<file path="src/source/frontend_pkg.sv">
// Front end package with queue sizing, opcodes, fetch entry and decoded instruction types
package frontend_pkg;

    // Instruction queue sizing, depth must stay a power of two
    localparam int i_queue_depth = 8;
    localparam int i_queue_ptr_w = $clog2(i_queue_depth);
    localparam int i_queue_cnt_w = i_queue_ptr_w + 1;

    // Fetch restarts here after reset
    localparam logic [31:0] reset_pc = 32'h0000_0000;

    // RV32I base opcodes, low two bits included
    localparam logic [6:0] op_alu_reg  = 7'b0110011;
    localparam logic [6:0] op_alu_imm  = 7'b0010011;
    localparam logic [6:0] op_load     = 7'b0000011;
    localparam logic [6:0] op_store    = 7'b0100011;
    localparam logic [6:0] op_branch   = 7'b1100011;
    localparam logic [6:0] op_jal      = 7'b1101111;
    localparam logic [6:0] op_jalr     = 7'b1100111;
    localparam logic [6:0] op_lui      = 7'b0110111;
    localparam logic [6:0] op_auipc    = 7'b0010111;
    localparam logic [6:0] op_system   = 7'b1110011;
    localparam logic [6:0] op_misc_mem = 7'b0001111;

    // One queue slot as written by fetch
    typedef struct packed {
        logic [31:0] pc;
        logic [31:0] next_pc;
        logic [31:0] instr;
    } fetch_entry_t;

    typedef enum logic [3:0] {
        alu_reg,
        alu_imm,
        load,
        store,
        branch,
        jal,
        jalr,
        lui,
        auipc,
        system,
        illegal
    } instr_class_e;

    // Handed to the issue stage
    typedef struct packed {
        logic [31:0]  pc;
        logic [31:0]  next_pc;
        instr_class_e iclass;
        logic [4:0]   rd;
        logic [4:0]   rs1;
        logic [4:0]   rs2;
        logic [2:0]   funct3;
        logic         funct7_bit5;
        // Sign extended for every format
        logic [31:0]  imm;
    } decoded_instr_t;

endpackage

</file>
<file path="src/source/fetch_unit.sv">
// Fetch unit sequencing the PC and issuing single-outstanding memory reads into the queue
`timescale 1ns/1ps

module fetch_unit (
    input  logic                                     clk,
    input  logic                                     rst_n,
    input  logic                                     redirect,
    input  logic [31:0]                              redirect_pc,
    input  logic                                     imem_rvalid,
    input  logic [31:0]                              imem_rdata,
    input  logic [frontend_pkg::i_queue_cnt_w-1:0]   q_count,
    output logic                                     imem_req,
    output logic [31:0]                              imem_addr,
    output logic                                     q_write,
    output frontend_pkg::fetch_entry_t               q_wdata
);

    logic [31:0]                          pc;
    logic [31:0]                          req_addr;
    logic                                 live;
    logic                                 fetch_en;
    logic                                 pending;
    logic                                 slot_free;
    logic [frontend_pkg::i_queue_cnt_w:0] credit_sum;

    // A response only counts while its request is still live
    assign q_write = imem_rvalid && live;
    assign pending = live && !imem_rvalid;

    // Slots already taken or promised once this edge has passed
    assign credit_sum = {1'b0, q_count}
                      + (frontend_pkg::i_queue_cnt_w + 1)'(pending)
                      + (frontend_pkg::i_queue_cnt_w + 1)'(q_write);
    assign slot_free  = credit_sum
                      < (frontend_pkg::i_queue_cnt_w + 1)'(frontend_pkg::i_queue_depth);

    assign imem_req  = fetch_en && !redirect && (!live || imem_rvalid) && slot_free;
    assign imem_addr = pc;

    assign q_wdata = '{pc:      req_addr,
                       next_pc: req_addr + 32'd4,
                       instr:   imem_rdata};

    always_ff @(posedge clk or negedge rst_n) begin
        if (!rst_n) begin
            pc       <= frontend_pkg::reset_pc;
            live     <= 1'b0;
            fetch_en <= 1'b0;
        end else begin
            fetch_en <= 1'b1;
            if (redirect) begin
                // Anything answering next cycle is stale and gets dropped
                pc   <= redirect_pc;
                live <= 1'b0;
            end else if (imem_req) begin
                pc   <= pc + 32'd4;
                live <= 1'b1;
            end else if (imem_rvalid) begin
                live <= 1'b0;
            end
        end
    end

    // Address of the outstanding request
    always_ff @(posedge clk) begin
        if (imem_req) begin
            req_addr <= pc;
        end
    end

    // Memory answers exactly one cycle after a request, never unprompted
    a_rvalid_after_req : assert property (
        @(posedge clk) disable iff (!rst_n)
        imem_rvalid |-> $past(imem_req)
    );

endmodule

</file>
<file path="src/source/i_queue.sv">
// Instruction queue holding fetch entries in a circular buffer with show-ahead head output
`timescale 1ns/1ps

module i_queue (
    input  logic                                     clk,
    input  logic                                     rst_n,
    input  logic                                     flush,
    input  logic                                     read,
    input  logic                                     write,
    input  frontend_pkg::fetch_entry_t               data_in,
    output frontend_pkg::fetch_entry_t               data_out,
    output logic                                     empty,
    output logic [frontend_pkg::i_queue_cnt_w-1:0]   count
);

    frontend_pkg::fetch_entry_t mem [frontend_pkg::i_queue_depth];

    logic [frontend_pkg::i_queue_ptr_w-1:0] head;
    logic [frontend_pkg::i_queue_ptr_w-1:0] tail;
    logic                                   full;
    logic                                   do_write;
    logic                                   do_read;

    assign empty = (count == '0);
    assign full  = (count == frontend_pkg::i_queue_cnt_w'(frontend_pkg::i_queue_depth));

    assign do_write = write && !full;
    assign do_read  = read && !empty;

    // Head entry always visible, no pop needed to see it
    assign data_out = mem[head];

    always_ff @(posedge clk or negedge rst_n) begin
        if (!rst_n) begin
            head  <= '0;
            tail  <= '0;
            count <= '0;
        end else if (flush) begin
            head  <= '0;
            tail  <= '0;
            count <= '0;
        end else begin
            // Pointers wrap on their own since depth is a power of two
            if (do_write) begin
                tail <= tail + 1'b1;
            end
            if (do_read) begin
                head <= head + 1'b1;
            end
            case ({do_write, do_read})
                2'b10:   count <= count + 1'b1;
                2'b01:   count <= count - 1'b1;
                default: count <= count;
            endcase
        end
    end

    always_ff @(posedge clk) begin
        if (do_write) begin
            mem[tail] <= data_in;
        end
    end

    // Fetch credit check keeps the buffer from overflowing
    a_no_write_full : assert property (
        @(posedge clk) disable iff (!rst_n)
        write |-> !full
    );

    // Decoder only pops what it can see
    a_no_read_empty : assert property (
        @(posedge clk) disable iff (!rst_n)
        read |-> !empty
    );

endmodule

</file>
<file path="src/source/rv32i_decoder.sv">
// RV32I decoder popping queue entries and registering class, fields and immediate
`timescale 1ns/1ps

module rv32i_decoder (
    input  logic                         clk,
    input  logic                         rst_n,
    input  logic                         hold,
    input  logic                         flush,
    input  logic                         q_empty,
    input  frontend_pkg::fetch_entry_t   q_rdata,
    output logic                         q_read,
    output logic                         dec_valid,
    output frontend_pkg::decoded_instr_t dec_instr
);

    logic [31:0]                instr;
    logic [6:0]                 opcode;
    frontend_pkg::instr_class_e iclass;
    logic [31:0]                imm_i;
    logic [31:0]                imm_s;
    logic [31:0]                imm_b;
    logic [31:0]                imm_u;
    logic [31:0]                imm_j;
    logic [31:0]                imm;

    assign instr  = q_rdata.instr;
    assign opcode = instr[6:0];

    // Pop the head unless the issue side stalls or a redirect is flushing
    assign q_read = !q_empty && !hold && !flush;

    // Immediates per format
    assign imm_i = {{20{instr[31]}}, instr[31:20]};
    assign imm_s = {{20{instr[31]}}, instr[31:25], instr[11:7]};
    assign imm_b = {{19{instr[31]}}, instr[31], instr[7], instr[30:25], instr[11:8], 1'b0};
    assign imm_u = {instr[31:12], 12'b0};
    assign imm_j = {{11{instr[31]}}, instr[31], instr[19:12], instr[20], instr[30:21], 1'b0};

    always_comb begin
        case (opcode)
            frontend_pkg::op_alu_reg:  iclass = frontend_pkg::alu_reg;
            frontend_pkg::op_alu_imm:  iclass = frontend_pkg::alu_imm;
            frontend_pkg::op_load:     iclass = frontend_pkg::load;
            frontend_pkg::op_store:    iclass = frontend_pkg::store;
            frontend_pkg::op_branch:   iclass = frontend_pkg::branch;
            frontend_pkg::op_jal:      iclass = frontend_pkg::jal;
            frontend_pkg::op_jalr:     iclass = frontend_pkg::jalr;
            frontend_pkg::op_lui:      iclass = frontend_pkg::lui;
            frontend_pkg::op_auipc:    iclass = frontend_pkg::auipc;
            frontend_pkg::op_system:   iclass = frontend_pkg::system;
            // Fence has no class of its own and is treated like system
            frontend_pkg::op_misc_mem: iclass = frontend_pkg::system;
            default:                   iclass = frontend_pkg::illegal;
        endcase
    end

    always_comb begin
        case (iclass)
            frontend_pkg::alu_imm,
            frontend_pkg::load,
            frontend_pkg::jalr,
            frontend_pkg::system:  imm = imm_i;
            frontend_pkg::store:   imm = imm_s;
            frontend_pkg::branch:  imm = imm_b;
            frontend_pkg::lui,
            frontend_pkg::auipc:   imm = imm_u;
            frontend_pkg::jal:     imm = imm_j;
            default:               imm = 32'd0;
        endcase
    end

    always_ff @(posedge clk or negedge rst_n) begin
        if (!rst_n) begin
            dec_valid <= 1'b0;
        end else if (flush) begin
            dec_valid <= 1'b0;
        end else begin
            dec_valid <= q_read;
        end
    end

    // Decoded payload is only loaded on a pop
    always_ff @(posedge clk) begin
        if (q_read) begin
            dec_instr.pc          <= q_rdata.pc;
            dec_instr.next_pc     <= q_rdata.next_pc;
            dec_instr.iclass      <= iclass;
            dec_instr.rd          <= instr[11:7];
            dec_instr.rs1         <= instr[19:15];
            dec_instr.rs2         <= instr[24:20];
            dec_instr.funct3      <= instr[14:12];
            dec_instr.funct7_bit5 <= instr[30];
            dec_instr.imm         <= imm;
        end
    end

    // A strobe always carries an entry that fetch actually wrote into the queue
    a_valid_from_entry : assert property (
        @(posedge clk) disable iff (!rst_n)
        dec_valid |-> !$isunknown(dec_instr)
    );

endmodule

</file>
<file path="src/source/frontend_top.sv">
// Instruction front end top connecting fetch, instruction queue and decoder
`timescale 1ns/1ps

module frontend_top (
    input  logic                         clk,
    input  logic                         rst_n,
    output logic                         imem_req,
    output logic [31:0]                  imem_addr,
    input  logic                         imem_rvalid,
    input  logic [31:0]                  imem_rdata,
    input  logic                         redirect,
    input  logic [31:0]                  redirect_pc,
    input  logic                         hold,
    output logic                         dec_valid,
    output frontend_pkg::decoded_instr_t dec_instr
);

    logic                                   q_write;
    frontend_pkg::fetch_entry_t             q_wdata;
    logic [frontend_pkg::i_queue_cnt_w-1:0] q_count;
    frontend_pkg::fetch_entry_t             q_rdata;
    logic                                   q_empty;
    logic                                   q_read;

    fetch_unit u_fetch_unit (
        .clk         (clk),
        .rst_n       (rst_n),
        .redirect    (redirect),
        .redirect_pc (redirect_pc),
        .imem_rvalid (imem_rvalid),
        .imem_rdata  (imem_rdata),
        .q_count     (q_count),
        .imem_req    (imem_req),
        .imem_addr   (imem_addr),
        .q_write     (q_write),
        .q_wdata     (q_wdata)
    );

    // Redirect empties the queue at the same edge
    i_queue u_i_queue (
        .clk      (clk),
        .rst_n    (rst_n),
        .flush    (redirect),
        .read     (q_read),
        .write    (q_write),
        .data_in  (q_wdata),
        .data_out (q_rdata),
        .empty    (q_empty),
        .count    (q_count)
    );

    rv32i_decoder u_rv32i_decoder (
        .clk       (clk),
        .rst_n     (rst_n),
        .hold      (hold),
        .flush     (redirect),
        .q_empty   (q_empty),
        .q_rdata   (q_rdata),
        .q_read    (q_read),
        .dec_valid (dec_valid),
        .dec_instr (dec_instr)
    );

endmodule

</file>
<file path="config.mk">
export PLATFORM = sky130hd
export DESIGN_NAME = frontend_top
export DESIGN_NICKNAME = d
export VERILOG_FILES = /design/src/source/frontend_pkg.sv /design/src/source/fetch_unit.sv /design/src/source/i_queue.sv /design/src/source/rv32i_decoder.sv /design/src/source/frontend_top.sv
export SDC_FILE = /design/constraint.sdc
export NUM_CORES = 1
export LEC_CHECK = 0
export ABC_AREA = 1
export BUFFER_PORTS_ARGS = -buffer_cell sky130_fd_sc_hd__buf_2
export CAP_MARGIN = 20
export CORE_MARGIN = 5
export CORE_UTILIZATION = 60
export DETAILED_ROUTE_END_ITERATION = 10
export PLACE_DENSITY = 0.79
export SLEW_MARGIN = 10
export SYNTH_ARGS = -nofsm -noshare
export SYNTH_HDL_FRONTEND = slang
export SYNTH_SLANG_ARGS = --single-unit
</file>
<file path="constraint.sdc">
create_clock -name clk -period 12.5 [get_ports clk]
set_clock_uncertainty 0.2 [all_clocks]
set_input_delay 0 -clock clk [delete_from_list [all_inputs] [get_ports clk]]
set_output_delay 0 -clock clk [all_outputs]
set_load 0.02 [all_outputs]
</file>
==> run metrics <==
maximum cell stage delay along the critical path 0.95 ns; class of the tightest hold or removal check in -> reg; unrepaired setup endpoints after global routing no; source of the worst register-to-register timing path u_i_queue.head[0]$_DFFE_PN0P_; number of distinct library cells after synthesis 40; fraction of synthesis flops using an asynchronous set or reset pin 0.0476; Hold Violations, Final 0; xor and xnor fraction of the mapped netlist area 0.0123; post-route worst setup slack 8.09 ns; first-pass GRT wire length 140000 microns; average via count per standard cell 5.94; CTS tree yes; hpwl dp 49600 microns; fraction of layout instances using a drive strength above 1 0.119; Worst setup EP type register; share of the yosys chip area belonging to registers 0.745; number of global-route vias before repair 25100; internal reg-to-reg setup slack 8.09 ns; post-CTS setup repair buffer count 0; most common cell after layout, fill and taps aside sky130_fd_sc_hd__edfxtp_1; Final Slew Violations 0; worst-margin pin slew 1.12 ns; CP startpoint kind register; register share of total power 0.482; worst slew margin relative to its limit 0.253; Worst R2R Path Depth 7; critical path cell sequence inv_8 -> buf_4 -> buf_4 -> o21ai_0 -> o22ai_1 -> nor2_1 -> a31oi_1; grt total ovfl 0; port buffer count 221; most frequent cells in the layout sky130_fd_sc_hd__edfxtp_1 (901), sky130_fd_sc_hd__nor2_1 (605), sky130_fd_sc_hd__nand2_1 (417); hold-critical path endpoint u_i_queue.mem[1][26]$_DFFE_PP_; fraction of synthesized area in multiplexers 0; maximum root-to-sink buffer count 3; worst IR drop on VDD 0.000231 V; Crit path arrival time 4.69 ns; mapped cell area 0.0378 sq mm; Rows 92; largest fanout of any net on the critical path 181; fraction of power consumed by combinational cells 0.195; run status complete, no violations; # setup viols final 0; count of boundary I/O pins 222; critical path's most frequent cell sky130_fd_sc_hd__buf_4; maximum level of the CTS H-tree 3; post-detailed-routing wire length 91600 microns; Via Count 25500; share of synthesized cell area in full adder, half adder and majority cells 0.00284; number of warnings issued by yosys 0; relative area change from synthesis to final layout 16.2%; post-route setup TNS 0 ns; Floorplan Core Area 0.0627 sq mm; Die Outline Area 0.0682 sq mm; post-synthesis cell count 3037; total number of nets in the final design 3454; most frequently used flop master after synthesis sky130_fd_sc_hd__edfxtp_1; clock input transition at the sequential cells of the worst setup and hold paths 0.06 ns; final critical path time including I/O delays and setup 4.41 ns; drt first-iter violations 3013; class of the most critical setup path reg -> reg; main combinational cell family by area after synthesis simple AND/OR/NAND/NOR gates; number of DRC violations after detailed routing 0; part of the total power dissipated in the clock network 0.324; Detail Route Antenna Nets 0; buffer cell driving the clock tree root sky130_fd_sc_hd__clkbuf_16; average detailed-routed wire length per instance 21.3 microns; largest net degree at the start of global routing 227; effective utilization at floorplan 0.603; switching share of power 0.297; static leakage 15.9 nW; Post-synth EDFFs 901; family with the most delay on the worst path buffers and inverters; cell count of the worst hold path 2; Net Sw Power 0.00239 W; overall fraction of global-route tracks in use 0.264; Critical Path RT 12.78 ns; final worst path period share 0.353; flip-flop and latch count after synthesis 946; length of the first detailed-routing pass in iterations 6; net count after synthesis 3114; post-placement setup slack 8.23 ns; cell with the largest stage delay on the worst path sky130_fd_sc_hd__buf_4; RePlAce Congestion 0.881; Compound-Gate Fraction of Synth Area 0.0832; Bufs and invs on worst path 3; areal power density over the cells 183 mW/mm^2; Worst R2R End u_rv32i_decoder.dec_instr[80]$_DFFE_PP_; Die Y-Extent 261 microns; Max-Cap Viols 0; post-synthesis share of cell area spent on and, or, nand and nor gates 0.124; Max Clock Freq 0.227 GHz; Worst Min Path Start imem_rdata[26]; mean instance size in the synthesized netlist 12.5 sq um; number of buffers created by CTS 91; total internal power 0.00565 W; horizontal die dimension 261 microns; latest clock arrival within the worst-skew pair 0.63 ns; number of antenna violations at the first check in global routing 2; clock sink count 946
-- flip-flops by register name, indices dropped and copies added (netlist names) --
register,count
u_fetch_unit.fetch_en,1
u_fetch_unit.imem_addr,32
u_i_queue.count,4
u_rv32i_decoder.dec_instr,117
u_i_queue.tail,3
u_i_queue.head,3
u_fetch_unit.live,1
u_i_queue.mem,752
u_fetch_unit.req_addr,32
u_rv32i_decoder.dec_valid,1
-- worst max path at each step --
stage | startpoint | to | slack (ns) | cells after the start
after CTS | u_i_queue.head[0]$_DFFE_PN0P_ | u_rv32i_decoder.dec_instr[80]$_DFFE_PP_ | 8.20 | 7
after detailed placement | u_i_queue.head[0]$_DFFE_PN0P_ | u_rv32i_decoder.dec_instr[80]$_DFFE_PP_ | 8.23 | 7
after global placement | u_i_queue.head[0]$_DFFE_PN0P_ | u_rv32i_decoder.dec_instr[72]$_DFFE_PP_ | 8.41 | 7
final | u_i_queue.head[0]$_DFFE_PN0P_ | u_rv32i_decoder.dec_instr[80]$_DFFE_PP_ | 8.09 | 7
after floorplan | u_i_queue.count[3]$_DFFE_PN0P_ | u_i_queue.count[3]$_DFFE_PN0P_ | 4.61 | 11
after global routing | u_i_queue.head[0]$_DFFE_PN0P_ | u_rv32i_decoder.dec_instr[75]$_DFFE_PP_ | 7.79 | 7
-- power groups by stage --
stage               sequential, W  combinational [W]  clock, W
floorplan                 0.00398            0.00100         0
global placement          0.00393            0.00143         0
detailed placement        0.00393            0.00149         0
CTS                       0.00387            0.00155   0.00263
global route              0.00388            0.00172   0.00278
finish                    0.00387            0.00157   0.00260
-- cell type report --
| class | instances | area (sq um) |
|---|---|---|
| Antenna cell | 2 | 5.00 |
| Clock buffer | 116 | 2390 |
| Clock inverter | 49 | 408 |
| Fill cell | 4063 | 18800 |
| Inverter | 117 | 454 |
| Multi-Input combinational cell | 1810 | 8480 |
| Sequential cell | 946 | 28200 |
| Tap cell | 846 | 1060 |
| Timing Repair Buffer | 411 | 2980 |
-- synth_stat cells, types with 10 or more instances --
master | count | area [sq um]
sky130_fd_sc_hd__nor3_1 | 20 | 100
sky130_fd_sc_hd__xor2_1 | 41 | 359
sky130_fd_sc_hd__inv_1 | 110 | 413
sky130_fd_sc_hd__o22ai_1 | 105 | 657
sky130_fd_sc_hd__dfrtp_1 | 45 | 1130
sky130_fd_sc_hd__o21ai_0 | 332 | 1660
sky130_fd_sc_hd__nand3_1 | 92 | 460
sky130_fd_sc_hd__nor2_1 | 614 | 2300
sky130_fd_sc_hd__clkbuf_1 | 81 | 304
sky130_fd_sc_hd__a31oi_1 | 66 | 413
sky130_fd_sc_hd__buf_2 | 50 | 250
sky130_fd_sc_hd__buf_4 | 23 | 173
sky130_fd_sc_hd__o21ai_1 | 10 | 50.1
sky130_fd_sc_hd__nand2_1 | 417 | 1570
sky130_fd_sc_hd__a21oi_1 | 31 | 155
sky130_fd_sc_hd__edfxtp_1 | 901 | 27100
sky130_fd_sc_hd__nand4_1 | 13 | 81.3
sky130_fd_sc_hd__xnor2_1 | 12 | 105
-- timing repair --
action / CTS / global route
hold endpoints to repair: 344 / 0
resized for setup: 0 / 0
hold buffers: 158 / 0
-- metal layers --
metal / routed length (microns) / part of all wire / track usage / vias up
met1: 34600 / 0.38 / 0.350 / 12400
met4: 3110 / 0.034 / 0.0962 / 0
met3: 8380 / 0.091 / 0.0450 / 224
met5: 0 / 0 / 0 / -
met2: 45600 / 0.50 / 0.447 / 1424
li1: - / - / - / 11500
-- metrics by stage --
stage	hold slack, ns	total power [W]	cells	instance area, sq um	utilization
global route	0.0299	0.00838	4296	44000	0.701
detailed placement	0.0245	0.00542	3971	39500	0.630
finish	0.0308	0.00804	4297	44000	0.701
floorplan	-0.496	0.00498	3037	37800	-
CTS	0.00455	0.00804	4294	43900	0.700
global placement	0.00775	0.00536	3971	39500	0.630
-- kinds of logic after synthesis --
group	count (synthesis)
buffers and inverters	281
DFF	946
adders and majority gates	8
AOI/OAI and AO/OA	568
xor gates and xnor gates	53
and+or+nand+nor	1180
other	1
No activity file was read; power rests on OpenSTA's default activity.
